$ cat config.mk
export PLATFORM = sky130hd
export DESIGN_NAME = sb_io
export DESIGN_NICKNAME = d
export VERILOG_FILES = /design/src/hw/sb_pkg.sv /design/src/hw/sb_ce_gen.sv /design/src/hw/sb_mixer_regs.sv /design/src/hw/sb_dsp.sv /design/src/hw/sb_sample_scale.sv /design/src/hw/sb_io.sv
export SDC_FILE = /design/constraint.sdc
export NUM_CORES = 1
export LEC_CHECK = 0
export BUFFER_PORTS_ARGS = -buffer_cell sky130_fd_sc_hd__buf_2
export CAP_MARGIN = 30
export CELL_PAD_IN_SITES_DETAIL_PLACEMENT = 1
export CELL_PAD_IN_SITES_GLOBAL_PLACEMENT = 2
export CORE_ASPECT_RATIO = 0.75
export CORE_MARGIN = 2
export CORE_UTILIZATION = 39
export DETAILED_ROUTE_END_ITERATION = 6
export GPL_TIMING_DRIVEN = 0
export PLACE_DENSITY = 0.87
export SLEW_MARGIN = 20
export SYNTH_ARGS = -nofsm -noshare
export SYNTH_HDL_FRONTEND = slang
export SYNTH_HIERARCHICAL = 1
export SYNTH_SLANG_ARGS = --single-unit
$ cat constraint.sdc
create_clock -name clk -period 7.7 [get_ports clk]
set_input_delay 0.77 -clock clk [delete_from_list [all_inputs] [get_ports clk]]
set_output_delay 0.77 -clock clk [all_outputs]
set_load 0.1 [all_outputs]
$ cat src/hw/sb_pkg.sv
`default_nettype none

package sb_pkg;

	typedef logic [3:0] io_addr_t;          // offset inside the 220h window
	typedef logic [7:0] byte_t;
	typedef logic [4:0] vol_t;              // 0 is mute
	typedef logic signed [15:0] sample_t;
	typedef logic [27:0] rate_t;            // system clock in Hz

	// host port offsets
	localparam io_addr_t PORT_MIX_INDEX  = 4'h4;
	localparam io_addr_t PORT_MIX_DATA   = 4'h5;
	localparam io_addr_t PORT_DSP_RESET  = 4'h6;
	localparam io_addr_t PORT_DSP_READ   = 4'hA;
	localparam io_addr_t PORT_DSP_WRITE  = 4'hC;
	localparam io_addr_t PORT_DSP_STATUS = 4'hE;

	// SB Pro combined registers
	localparam byte_t MIX_RESET    = 8'h00;
	localparam byte_t MIX_VOICE    = 8'h04;
	localparam byte_t MIX_STEREO   = 8'h0E;
	localparam byte_t MIX_MASTER   = 8'h22;
	localparam byte_t MIX_MIDI     = 8'h26;
	localparam byte_t MIX_CD       = 8'h28;
	localparam byte_t MIX_LINE     = 8'h2E;

	// SB16 per-channel registers
	localparam byte_t MIX_MASTER_L = 8'h30;
	localparam byte_t MIX_MASTER_R = 8'h31;
	localparam byte_t MIX_VOICE_L  = 8'h32;
	localparam byte_t MIX_VOICE_R  = 8'h33;
	localparam byte_t MIX_MIDI_L   = 8'h34;
	localparam byte_t MIX_MIDI_R   = 8'h35;
	localparam byte_t MIX_CD_L     = 8'h36;
	localparam byte_t MIX_CD_R     = 8'h37;
	localparam byte_t MIX_LINE_L   = 8'h38;
	localparam byte_t MIX_LINE_R   = 8'h39;
	localparam byte_t MIX_SPK      = 8'h3B;
	localparam byte_t MIX_OUT_EN   = 8'h3C;
	localparam byte_t MIX_REC_L    = 8'h3D;
	localparam byte_t MIX_REC_R    = 8'h3E;

	localparam byte_t MIX_IRQ_SEL  = 8'h80;
	localparam byte_t MIX_DMA_SEL  = 8'h81;
	localparam byte_t MIX_IRQ_STAT = 8'h82;

	// DSP commands and replies
	localparam byte_t DSP_CMD_DAC     = 8'h10;
	localparam byte_t DSP_CMD_VERSION = 8'hE1;
	localparam byte_t DSP_CMD_IRQ8    = 8'hF2;
	localparam byte_t DSP_RESET_ACK   = 8'hAA;
	localparam byte_t DSP_VER_MAJOR   = 8'h04;
	localparam byte_t DSP_VER_MINOR   = 8'h05;

	localparam int unsigned DSP_RESET_US = 20;  // delay before the AAh reply

	typedef enum logic [2:0] {IDLE, RESET_HOLD, RESET_WAIT, CMD, DAC_ARG} dsp_state_t;

endpackage

`default_nettype wire

$ cat src/hw/sb_ce_gen.sv
`default_nettype none

module sb_ce_gen #(
	parameter int unsigned TICK_HZ = 1000000
) (
	input  logic          clk,
	input  logic          rst_n,
	input  sb_pkg::rate_t clock_rate,
	output logic          ce
);
	import sb_pkg::*;

	localparam logic [28:0] TICK = 29'(TICK_HZ);

	rate_t       clk_rate;
	rate_t       acc;
	logic [28:0] sum;   // one spare bit so acc + TICK cannot wrap

	always_ff @(posedge clk)
		clk_rate <= clock_rate;

	assign sum = {1'b0, acc} + TICK;

	always_ff @(posedge clk) begin
		if (!rst_n) begin
			acc <= '0;
			ce  <= 1'b0;
		end else if (sum >= {1'b0, clk_rate}) begin
			acc <= rate_t'(sum - {1'b0, clk_rate});
			ce  <= 1'b1;
		end else begin
			acc <= sum[27:0];
			ce  <= 1'b0;
		end
	end

	// after a tick the remainder is below TICK, so the next one needs at least two cycles
	a_ce_spaced: assert property (@(posedge clk) disable iff (!rst_n)
		(clk_rate > 2 * TICK_HZ) && ce |=> !ce);

endmodule

`default_nettype wire

$ cat src/hw/sb_mixer_regs.sv
`default_nettype none

module sb_mixer_regs (
	input  logic             clk,
	input  logic             rst_n,
	input  sb_pkg::io_addr_t io_address,
	input  logic             io_write,
	input  sb_pkg::byte_t    io_writedata,
	input  logic             irq8,
	input  logic             irq16,
	output sb_pkg::byte_t    mixer_val,
	output sb_pkg::vol_t     vol_master_l,
	output sb_pkg::vol_t     vol_master_r,
	output sb_pkg::vol_t     vol_voice_l,
	output sb_pkg::vol_t     vol_voice_r,
	output sb_pkg::vol_t     vol_midi_l,
	output sb_pkg::vol_t     vol_midi_r,
	output sb_pkg::vol_t     vol_cd_l,
	output sb_pkg::vol_t     vol_cd_r,
	output sb_pkg::vol_t     vol_line_l,
	output sb_pkg::vol_t     vol_line_r,
	output logic [1:0]       vol_spk,
	output logic [4:0]       vol_en,
	output logic             irq_7_en,
	output logic             irq_10_en,
	output logic             dma_16_en,
	output logic             sbp_stereo
);
	import sb_pkg::*;

	byte_t      mix_index;
	logic       sbp;            // SB Pro compatible map
	logic [6:0] rec_l;
	logic [6:0] rec_r;
	logic       irq_5_en;
	logic       index_wr;
	logic       data_wr;
	logic       mix_reset;
	logic [9:0] comb_vol;       // {left, right} from a combined register
	byte_t      vol_mask;
	byte_t      chan_rd;

	assign index_wr  = io_write && io_address == PORT_MIX_INDEX;
	assign data_wr   = io_write && io_address == PORT_MIX_DATA;
	assign mix_reset = data_wr && mix_index == MIX_RESET;
	assign irq_5_en  = !irq_7_en && !irq_10_en;
	assign vol_mask  = sbp ? 8'hEE : 8'hFF;

	// SBP repeats the nibble msb, SB16 repeats the top two bits of the 3-bit field
	assign comb_vol = sbp ?
		{io_writedata[7:4], io_writedata[7], io_writedata[3:0], io_writedata[3]} :
		{io_writedata[7:5], io_writedata[7:6], io_writedata[3:1], io_writedata[3:2]};

	always_ff @(posedge clk) begin
		if (!rst_n)
			mix_index <= '0;
		else if (index_wr)
			mix_index <= io_writedata;
	end

	// irq/dma select, also the SBP mode switch
	always_ff @(posedge clk) begin
		if (!rst_n) begin
			sbp       <= 1'b0;
			irq_7_en  <= 1'b0;
			irq_10_en <= 1'b0;
			dma_16_en <= 1'b1;
		end else if (data_wr && mix_index == MIX_IRQ_SEL) begin
			if (io_writedata == 8'hAD) begin
				sbp <= 1'b1;
			end else if (io_writedata == 8'hAE) begin
				sbp <= 1'b0;
			end else begin
				irq_7_en  <= io_writedata[3:2] == 2'b01;
				irq_10_en <= io_writedata[3:2] == 2'b10;
			end
		end else if (data_wr && mix_index == MIX_DMA_SEL) begin
			dma_16_en <= io_writedata[5];
		end
	end

	always_ff @(posedge clk) begin
		if (!rst_n || mix_reset) begin
			{vol_master_l, vol_master_r} <= '1;
			{vol_voice_l, vol_voice_r}   <= '1;
			{vol_midi_l, vol_midi_r}     <= '1;
			{vol_cd_l, vol_cd_r}         <= '1;
			{vol_line_l, vol_line_r}     <= '1;
			vol_spk    <= 2'd3;
			vol_en     <= 5'b11111;
			sbp_stereo <= 1'b0;
			rec_l      <= 7'b0010101;
			rec_r      <= 7'b0001011;
		end else if (data_wr) begin
			case (mix_index)
				MIX_VOICE:  {vol_voice_l, vol_voice_r} <= comb_vol;
				MIX_STEREO: sbp_stereo <= io_writedata[1] & sbp;  // SB Pro only
				MIX_MASTER: {vol_master_l, vol_master_r} <= comb_vol;
				MIX_MIDI:   {vol_midi_l, vol_midi_r} <= comb_vol;
				MIX_CD:     {vol_cd_l, vol_cd_r} <= comb_vol;
				MIX_LINE:   {vol_line_l, vol_line_r} <= comb_vol;
				default: ;
			endcase
			if (!sbp) begin
				case (mix_index)
					MIX_MASTER_L: vol_master_l <= io_writedata[7:3];
					MIX_MASTER_R: vol_master_r <= io_writedata[7:3];
					MIX_VOICE_L:  vol_voice_l  <= io_writedata[7:3];
					MIX_VOICE_R:  vol_voice_r  <= io_writedata[7:3];
					MIX_MIDI_L:   vol_midi_l   <= io_writedata[7:3];
					MIX_MIDI_R:   vol_midi_r   <= io_writedata[7:3];
					MIX_CD_L:     vol_cd_l     <= io_writedata[7:3];
					MIX_CD_R:     vol_cd_r     <= io_writedata[7:3];
					MIX_LINE_L:   vol_line_l   <= io_writedata[7:3];
					MIX_LINE_R:   vol_line_r   <= io_writedata[7:3];
					MIX_SPK:      vol_spk      <= io_writedata[7:6];
					MIX_OUT_EN:   vol_en       <= io_writedata[4:0];
					MIX_REC_L:    rec_l        <= io_writedata[6:0];
					MIX_REC_R:    rec_r        <= io_writedata[6:0];
					default: ;
				endcase
			end
		end
	end

	// SB16 per-channel view
	always_comb begin
		case (mix_index)
			MIX_MASTER_L: chan_rd = {vol_master_l, 3'd0};
			MIX_MASTER_R: chan_rd = {vol_master_r, 3'd0};
			MIX_VOICE_L:  chan_rd = {vol_voice_l, 3'd0};
			MIX_VOICE_R:  chan_rd = {vol_voice_r, 3'd0};
			MIX_MIDI_L:   chan_rd = {vol_midi_l, 3'd0};
			MIX_MIDI_R:   chan_rd = {vol_midi_r, 3'd0};
			MIX_CD_L:     chan_rd = {vol_cd_l, 3'd0};
			MIX_CD_R:     chan_rd = {vol_cd_r, 3'd0};
			MIX_LINE_L:   chan_rd = {vol_line_l, 3'd0};
			MIX_LINE_R:   chan_rd = {vol_line_r, 3'd0};
			MIX_SPK:      chan_rd = {vol_spk, 6'd0};
			MIX_OUT_EN:   chan_rd = {3'd0, vol_en};
			MIX_REC_L:    chan_rd = {1'b0, rec_l};
			MIX_REC_R:    chan_rd = {1'b0, rec_r};
			default:      chan_rd = 8'h00;
		endcase
	end

	// readback follows the index, one cycle behind
	always_ff @(posedge clk) begin
		if (!rst_n) begin
			mixer_val <= '0;
		end else begin
			case (mix_index)
				MIX_VOICE:    mixer_val <= {vol_voice_l[4:1], vol_voice_r[4:1]} & vol_mask;
				MIX_STEREO:   mixer_val <= {6'd0, sbp_stereo, 1'b0};
				MIX_MASTER:   mixer_val <= {vol_master_l[4:1], vol_master_r[4:1]} & vol_mask;
				MIX_MIDI:     mixer_val <= {vol_midi_l[4:1], vol_midi_r[4:1]} & vol_mask;
				MIX_CD:       mixer_val <= {vol_cd_l[4:1], vol_cd_r[4:1]} & vol_mask;
				MIX_LINE:     mixer_val <= {vol_line_l[4:1], vol_line_r[4:1]} & vol_mask;
				MIX_IRQ_SEL:  mixer_val <= {4'h0, irq_10_en, irq_7_en, irq_5_en, 1'b0};
				MIX_DMA_SEL:  mixer_val <= {2'b00, dma_16_en, 1'b0, 4'h2};  // dma 5 / 1
				MIX_IRQ_STAT: mixer_val <= {6'd0, irq16, irq8};
				default:      mixer_val <= sbp ? 8'h00 : chan_rd;
			endcase
		end
	end

	a_one_irq: assert property (@(posedge clk) disable iff (!rst_n) !(irq_7_en && irq_10_en));

endmodule

`default_nettype wire

$ cat src/hw/sb_dsp.sv
`default_nettype none

module sb_dsp (
	input  logic             clk,
	input  logic             rst_n,
	input  logic             ce_1us,
	input  sb_pkg::io_addr_t io_address,
	input  logic             io_read,
	input  logic             io_write,
	input  sb_pkg::byte_t    io_writedata,
	output sb_pkg::byte_t    dsp_readdata,
	output logic             irq8,
	output logic             irq16,
	output sb_pkg::byte_t    dac_value,
	output logic             dac_valid
);
	import sb_pkg::*;

	localparam int CNT_W = $clog2(DSP_RESET_US + 1);

	dsp_state_t       state;
	logic [CNT_W-1:0] us_cnt;
	byte_t            out_data;     // output latch at offset A
	logic             data_ready;
	logic             minor_pend;   // second version byte queued
	logic             reset_wr;
	logic             cmd_wr;
	logic             data_rd;
	logic             stat_rd;
	logic             dac_wr;

	assign reset_wr = io_write && io_address == PORT_DSP_RESET;
	assign cmd_wr   = io_write && io_address == PORT_DSP_WRITE;
	assign data_rd  = io_read && io_address == PORT_DSP_READ;
	assign stat_rd  = io_read && io_address == PORT_DSP_STATUS;
	assign dac_wr   = cmd_wr && state == DAC_ARG;

	assign irq16 = 1'b0;  // no 16-bit transfers here

	always_comb begin
		case (io_address)
			PORT_DSP_READ:   dsp_readdata = out_data;
			PORT_DSP_WRITE:  dsp_readdata = 8'h7F;  // never busy
			PORT_DSP_STATUS: dsp_readdata = {data_ready, 7'h7F};
			default:         dsp_readdata = 8'hFF;
		endcase
	end

	always_ff @(posedge clk) begin
		if (!rst_n) begin
			state      <= IDLE;
			us_cnt     <= '0;
			out_data   <= '0;
			data_ready <= 1'b0;
			minor_pend <= 1'b0;
			irq8       <= 1'b0;
		end else begin
			if (data_rd) begin
				if (minor_pend)
					out_data <= DSP_VER_MINOR;
				data_ready <= minor_pend;
				minor_pend <= 1'b0;
			end
			if (stat_rd)
				irq8 <= 1'b0;  // status read acks the 8-bit irq

			if (reset_wr && io_writedata[0]) begin
				state      <= RESET_HOLD;
				data_ready <= 1'b0;
				minor_pend <= 1'b0;
				irq8       <= 1'b0;
			end else begin
				case (state)
					IDLE: ;   // waits for the first reset handshake
					RESET_HOLD: begin
						if (reset_wr) begin  // falling edge of the reset bit
							state  <= RESET_WAIT;
							us_cnt <= '0;
						end
					end
					RESET_WAIT: begin
						if (ce_1us) begin
							if (us_cnt == CNT_W'(DSP_RESET_US - 1)) begin
								out_data   <= DSP_RESET_ACK;
								data_ready <= 1'b1;
								state      <= CMD;
							end else begin
								us_cnt <= us_cnt + 1'b1;
							end
						end
					end
					CMD: begin
						if (cmd_wr) begin
							case (io_writedata)
								DSP_CMD_DAC: state <= DAC_ARG;
								DSP_CMD_VERSION: begin
									out_data   <= DSP_VER_MAJOR;
									data_ready <= 1'b1;
									minor_pend <= 1'b1;
								end
								DSP_CMD_IRQ8: irq8 <= 1'b1;
								default: ;  // unsupported commands are dropped
							endcase
						end
					end
					DAC_ARG: begin
						if (cmd_wr)
							state <= CMD;
					end
					default: state <= IDLE;
				endcase
			end
		end
	end

	always_ff @(posedge clk) begin
		if (!rst_n)
			dac_valid <= 1'b0;
		else
			dac_valid <= dac_wr;
	end

	always_ff @(posedge clk)
		if (dac_wr)
			dac_value <= io_writedata;

	// the argument byte sends the FSM back to command decode
	a_dac_valid: assert property (@(posedge clk) disable iff (!rst_n)
		dac_valid |-> $past(state) == DAC_ARG && state == CMD);

endmodule

`default_nettype wire

$ cat src/hw/sb_sample_scale.sv
`default_nettype none

module sb_sample_scale (
	input  logic            clk,
	input  logic            rst_n,
	input  sb_pkg::byte_t   dac_value,
	input  logic            dac_valid,
	input  sb_pkg::vol_t    vol_l,
	input  sb_pkg::vol_t    vol_r,
	output sb_pkg::sample_t sample_l,
	output sb_pkg::sample_t sample_r
);
	import sb_pkg::*;

	sample_t dac_sample;

	// zero volume mutes, otherwise 6 dB per step of vol[4:1]
	function automatic sample_t scale(input sample_t s, input vol_t v);
		logic [3:0] shift;
		shift = ~v[4:1];
		if (v == '0)
			return '0;
		return s >>> shift;
	endfunction

	// offset binary to two's complement, moved into the top byte
	assign dac_sample = {dac_value - 8'd128, 8'h00};

	always_ff @(posedge clk) begin
		if (!rst_n) begin
			sample_l <= '0;
			sample_r <= '0;
		end else if (dac_valid) begin
			sample_l <= scale(dac_sample, vol_l);
			sample_r <= scale(dac_sample, vol_r);
		end
	end

endmodule

`default_nettype wire

$ cat src/hw/sb_io.sv
`default_nettype none

module sb_io (
	input  logic             clk,
	input  logic             rst_n,
	input  sb_pkg::rate_t    clock_rate,
	input  sb_pkg::io_addr_t address,
	input  logic             read,
	input  logic             write,
	input  logic             sb_cs,      // 220h-22Fh
	input  sb_pkg::byte_t    writedata,
	output sb_pkg::byte_t    readdata,
	output logic             irq_5,
	output logic             irq_7,
	output logic             irq_10,
	output sb_pkg::vol_t     vol_l,
	output sb_pkg::vol_t     vol_r,
	output sb_pkg::vol_t     vol_cd_l,
	output sb_pkg::vol_t     vol_cd_r,
	output sb_pkg::vol_t     vol_midi_l,
	output sb_pkg::vol_t     vol_midi_r,
	output sb_pkg::vol_t     vol_line_l,
	output sb_pkg::vol_t     vol_line_r,
	output logic [1:0]       vol_spk,
	output logic [4:0]       vol_en,
	output logic             dma_16_en,
	output sb_pkg::sample_t  sample_l,
	output sb_pkg::sample_t  sample_r
);
	import sb_pkg::*;

	logic  sb_read;
	logic  sb_write;
	logic  ce_1us;
	byte_t dsp_readdata;
	byte_t mixer_val;
	logic  irq8;
	logic  irq16;
	logic  irq;
	logic  irq_7_en;
	logic  irq_10_en;
	byte_t dac_value;
	logic  dac_valid;
	vol_t  vol_voice_l;
	vol_t  vol_voice_r;

	assign sb_read  = read & sb_cs;
	assign sb_write = write & sb_cs;

	// mixer data port or DSP, sampled every cycle
	always_ff @(posedge clk) begin
		if (!rst_n)
			readdata <= '0;
		else
			readdata <= (address == PORT_MIX_DATA) ? mixer_val : dsp_readdata;
	end

	assign irq    = irq8 | irq16;
	assign irq_5  = irq & ~irq_7_en & ~irq_10_en;  // default line
	assign irq_7  = irq & irq_7_en;
	assign irq_10 = irq & irq_10_en;

	sb_ce_gen u_ce_gen (
		.clk        (clk),
		.rst_n      (rst_n),
		.clock_rate (clock_rate),
		.ce         (ce_1us)
	);

	sb_dsp u_dsp (
		.clk          (clk),
		.rst_n        (rst_n),
		.ce_1us       (ce_1us),
		.io_address   (address),
		.io_read      (sb_read),
		.io_write     (sb_write),
		.io_writedata (writedata),
		.dsp_readdata (dsp_readdata),
		.irq8         (irq8),
		.irq16        (irq16),
		.dac_value    (dac_value),
		.dac_valid    (dac_valid)
	);

	sb_mixer_regs u_mixer (
		.clk          (clk),
		.rst_n        (rst_n),
		.io_address   (address),
		.io_write     (sb_write),
		.io_writedata (writedata),
		.irq8         (irq8),
		.irq16        (irq16),
		.mixer_val    (mixer_val),
		.vol_master_l (vol_l),
		.vol_master_r (vol_r),
		.vol_voice_l  (vol_voice_l),
		.vol_voice_r  (vol_voice_r),
		.vol_midi_l   (vol_midi_l),
		.vol_midi_r   (vol_midi_r),
		.vol_cd_l     (vol_cd_l),
		.vol_cd_r     (vol_cd_r),
		.vol_line_l   (vol_line_l),
		.vol_line_r   (vol_line_r),
		.vol_spk      (vol_spk),
		.vol_en       (vol_en),
		.irq_7_en     (irq_7_en),
		.irq_10_en    (irq_10_en),
		.dma_16_en    (dma_16_en),
		.sbp_stereo   ()            // no stereo DMA playback here
	);

	sb_sample_scale u_scale (
		.clk       (clk),
		.rst_n     (rst_n),
		.dac_value (dac_value),
		.dac_valid (dac_valid),
		.vol_l     (vol_voice_l),
		.vol_r     (vol_voice_r),
		.sample_l  (sample_l),
		.sample_r  (sample_r)
	);

endmodule

`default_nettype wire

After elaboration in Yosys (flattened, before gate mapping)
Index checks and enable logic that the tools add are counted.
- latch bits: 0
- memory bits (read-only): 0
- register bits: 217
- RAM bits: 0
- output and inout port bits: 91
- memories: 0
- word-level logic and storage cells: 240
- reduce and logical (&&, ||, !) cells: 34
- magnitude comparators: 1
- add/sub/neg operators: 4
- bitwise gates (word level): 23
- divide/modulo/power cells: 0
- eq/ne operators: 55
- shift operators: 2
- $mul: 0
- muxes and demuxes: 85
- operators by type and width (operator ; count):
    $mux W5 ; 34
    $eq A8 B6 Y1 const B ; 18
    $pmux W8 S14 ; 1
    $mux W8 ; 9
    $pmux W8 S9 ; 1
    $mux W16 ; 4
    $eq A8 B8 Y1 const B ; 7
    $and A8 B8 Y8 ; 5
    $sshr A16 B4 Y16 ; 2
    $add A28 B20 Y29 const B ; 1
    $ge A29 B28 Y1 ; 1
    $mux W28 ; 1
    $sub A28 B28 Y28 ; 1
    $pmux W8 S3 ; 1
    $mux W1 ; 23
    $mux W3 ; 6
    $pmux W8 S2 ; 1
    $pmux W3 S5 ; 1
    $reduce_and A3 Y1 ; 5
    $reduce_and A7 Y1 ; 2
    $eq A4 B3 Y1 const B ; 3
    $eq A4 B4 Y1 const B ; 3
    $logic_and A1 B1 Y1 ; 12
    $logic_not A5 Y1 ; 2
    other kinds (29) ; 60

Depth between registers and ports, before layout
- word-level depth: 7
- depth in mapped cells: 18

Cells and area by module
Netlist, hierarchy kept.
- modules (own cells, without submodules) (module ; seq. area each (um2) ; cells each ; area each (um2) ; instances):
    sb_mixer_regs ; 1841.8 ; 635 ; 5331.4 ; 1
    sb_ce_gen ; 1141.1 ; 394 ; 3528.4 ; 1
    sb_sample_scale ; 640.6 ; 261 ; 2184.6 ; 1
    sb_dsp ; 640.6 ; 153 ; 1426.4 ; 1
    sb_io ; 160.2 ; 42 ; 370.4 ; 1

Worst setup path after synthesis
Ideal clock, no wire load.
- path type: reg-to-reg
- start point: reg u_ce_gen.acc[6]
- end point: reg u_ce_gen.acc[24]
- buffers on the path: 0
- period minus slack after synthesis: 3.869 ns
- required time: 7.630 ns
- setup slack: 3.831 ns
- arrival time: 3.799 ns
- cell stages (with the launch flop): 17
- cell sequence: dfxtp_1 ha_1 a21oi_1 nor2_1 o21ai_1 and4bb_2 nor2_1 xor2_1 ha_1 nand4_1 or4_1 o31a_1 o21ai_1 a21o_1 o41ai_4 or4_1 a21boi_1
- cells in the longest elaborated chain, start to end: 3
- RTL lines (element ; line ; text):
    from (decl) ; sb_ce_gen.sv:16 ; rate_t acc;
    from (signal assigned) ; sb_ce_gen.sv:29 ; acc <= rate_t'(sum - {1'b0, clk_rate});
    from (signal assigned) ; sb_ce_gen.sv:32 ; acc <= sum[27:0];
    $add A28 B20 Y29 (*) ; sb_ce_gen.sv:22 ; assign sum = {1'b0, acc} + TICK;
    $sub A28 B28 Y28 / $ge A29 B28 Y1 (equally long branches) ; sb_ce_gen.sv:29, sb_ce_gen.sv:28 ;
    $mux W28 (*) ; sb_ce_gen.sv:28 ; end else if (sum >= {1'b0, clk_rate}) begin
Mark *: on every way between the ends. The rest lies on a longest branch, timed or not.
A chain may end at the register's enable or synchronous reset.

Worst setup path after layout
- start point: reg u_ce_gen.acc[8]
- end point: reg u_ce_gen.acc[24]
Same word-level chain as after synthesis.

==> out/qor.txt <==
Avg Inst Size Synth - 8.65 µm²
WP data required - 8160 ps
post-layout minimum cycle time - 4830 ps
Seq/Total Area, Yosys - 34.5%
Yosys top cell by area - dfxtp_1
Core ar. - 0.0324 mm²
Yosys cell types - 109
vias in the first global route - 12700
total setup buffers inserted after CTS - 0
Pleak - 0.00604 µW
dpl cells - 2067
total CTS buffers - 25
most instantiated cells after synthesis - dfxtp_1 (209), nand2_1 (145), mux2i_1 (98), a21oi_1 (95), nor2_1 (86)
Overflow after GRT - 0
top-level port count - 136
largest cells by area after synthesis - dfxtp_1 (33%), mux2i_1 (7.6%), nand2_1 (4.2%), a21oi_1 (3.7%), ha_1 (2.9%)
Slew @ Worst Pin - 1080 ps
row cnt - 57
layout cell share with drive strength beyond 1 - 16.6%
slew margin rel. - 27.8%
initial antenna violation count - 0
arrival time worst endpoint - 5290 ps
Root Driver - clkbuf_16
first-pass GRT wire length - 78.5 mm
most numerous cell in the Yosys netlist - dfxtp_1
total vias in the final route - 12600
HP Class - input pin to register
clock tree buffer depth - 3
Post-synth EDFFs - 8
Worst VDD drop - 0.207 mV
Crit Path Class - register to register
Cells after Synth - 1485
post-CTS resize count - 0
FMAX - 207 MHz
Layout fillers - 3896
Die Span Y - 161 µm
number of synthesized register bits - 217
Via density - 5.96
syn_nets - 1561
Power Dens Cells - 201 mW/mm²
Netlist Area Pre-Place - 0.0128 mm²
Placement Cell Area - 0.0141 mm²
Max Cap Violations - 0
synth-to-layout area growth - 16.3%
Clock transition at path regs - 60 ps
WL final - 51.8 mm
Multi-input gate area - 0.00772 mm²
status - completed
die area - 0.0344 mm²
Tcrit/Tclk final - 62.7%
Synth top area share - 32.6%
cell chain of the critical path - a31oi_1, nor2_1, o21a_1, nor4_1, nor2b_1, nor3b_1, xor2_1, ha_1, nand4_1, or4_1, o31a_1, o21ai_1, a21o_1, o41ai_4, or4_1, a21boi_1
Inserted Diodes - 0
Sequential Area - 0.00442 mm²
Worst setup SP type - register
clk sink count - 217
max-slew violations - 0
CTS tree - built
design area - 0.0149 mm²
final core utilization - 46.1%
RSZ-0062 raised after global routing - no
critical path fanouts, max - 4
Non-Filler Instances - 2112
Final Setup Violations - 0
Pre-antenna DRT Iters - 6
Worst Setup End Kind - register
pin count of the biggest net entering global routing - 15
critical path's most frequent cell - or4_1
CTS HTree Levels - 1
Final Total Pwr - 3000 µW
clk_lat worst skew - 560 ps
Initial Utilization - 39.7%
ys flop type - dfxtp_1
Final Hold Fails - 0
synth warn - 6
Global Route Usage Sum - 29.9%
nets - 1728
Chip Width - 214 µm
asr flop ratio synth - 0%
clk_skew - 38.2 ps
DRC - 0
input/output buffers - 135
Critical-path top delay cell - or4_1
setup TNS - 0 ps
DR iter-0 viols - 1180
hold buffers post-CTS - 0
routability cong. - 0.983
post-route antenna net violation count - 0
DR WL/cell - 24.5 µm
CP max stage delay - 580 ps
hpwl dp - 39.6 mm
[final timing paths]
kind	end	start	slack, ps	cells after the start
setup reg to reg	u_ce_gen/acc[24]	u_ce_gen/acc[8]	2870	16
hold reg to reg	u_dsp/out_data[4]	u_dsp/out_data[4]	420	2
setup / recovery	u_ce_gen/acc[24]	u_ce_gen/acc[8]	2870	16
hold / removal	u_ce_gen/clk_rate[7]	clock_rate[7]	310	1
[through the flow]
stage	setup WS [ps]	hold slack (ps)
after floorplan	3830	405
after global routing	2570	307
after detailed placement	2970	418
after CTS	2910	300
final	2870	313
after global placement	3070	413
[state kept, by name, summed over array words and instances, names as in the netlist, 7 cells and up]
| register | cells |
|---|---|
| u_scale/sample_r | 16 |
| u_dsp/out_data | 8 |
| u_mixer/rec_l | 7 |
| u_ce_gen/clk_rate | 28 |
| u_dsp/dac_value | 8 |
| u_mixer/rec_r | 7 |
| u_mixer/mix_index | 8 |
| u_ce_gen/acc | 28 |
| u_mixer/mixer_val | 8 |
| readdata | 8 |
| u_scale/sample_l | 16 |
[cells by family after synthesis]
group                    synth area share (%)
AND/OR/NAND/NOR                          22.2
AO/OA/AOI/OAI                            21.5
flip-flops                               34.5
buffers and inverters                    5.63
multiplexers                             10.1
XOR/XNOR                                 2.93
adder cells (fa/ha/maj)                  3.16
other                                  0.0292
[power breakdown]
group | leakage, µW | switching, µW | internal (µW) | total [µW]
combinational | 0.00388 | 380 | 242 | 622
sequential | 0.00177 | 24.4 | 1160 | 1190
clock | 0.000384 | 509 | 682 | 1190
[worst max-delay path, delay by kind of cell (launching register included)]
family / cells / cell delay, ps
adders and majority gates: 1 / 350
and+or+nand+nor: 7 / 2260
xor gates and xnor gates: 1 / 180
AOI/OAI and AO/OA: 7 / 1580
DFF: 1 / 350
[cells in the final DEF, fill, tap and decap left out, drive strengths merged, types with 16 or more instances in the layout]
| cell | synthesis | routed |
|---|---|---|
| a21o | 19 | 19 |
| a21oi | 96 | 96 |
| a22oi | 35 | 35 |
| and3 | 16 | 16 |
| buf | 41 | 181 |
| clkbuf | 61 | 89 |
| dfxtp | 209 | 209 |
| ha | 30 | 30 |
| inv | 63 | 64 |
| mux2i | 98 | 98 |
| nand2 | 145 | 145 |
| nand2b | 27 | 27 |
| nand3 | 32 | 32 |
| nand4 | 20 | 20 |
| nor2 | 87 | 87 |
| nor2b | 51 | 51 |
| nor3 | 40 | 40 |
| nor4 | 17 | 17 |
| o211ai | 17 | 17 |
| o21ai | 50 | 50 |
| o22ai | 24 | 24 |
| xnor2 | 22 | 22 |
| xor2 | 21 | 21 |
[layer usage]
layer  global-route usage [%]  vias up  routed length, µm
li1                         -     5800                  -
met1                     44.0     6190              24500
met2                     42.8      519              21200
met3                     9.06       79               5050
met4                     6.34        0               1080
met5                        0        -                  0
[final cells by class]
type                            instances  area share [%]
Clock buffer                           28            4.41
Inverter                               64            1.61
Timing Repair Buffer                  140            4.71
Tap cell                              442            3.70
Buffer                                102            3.24
Multi-Input combinational cell       1102            51.7
Sequential cell                       217            29.6
Clock inverter                         17           0.981
(Power assumes the default switching activity.)
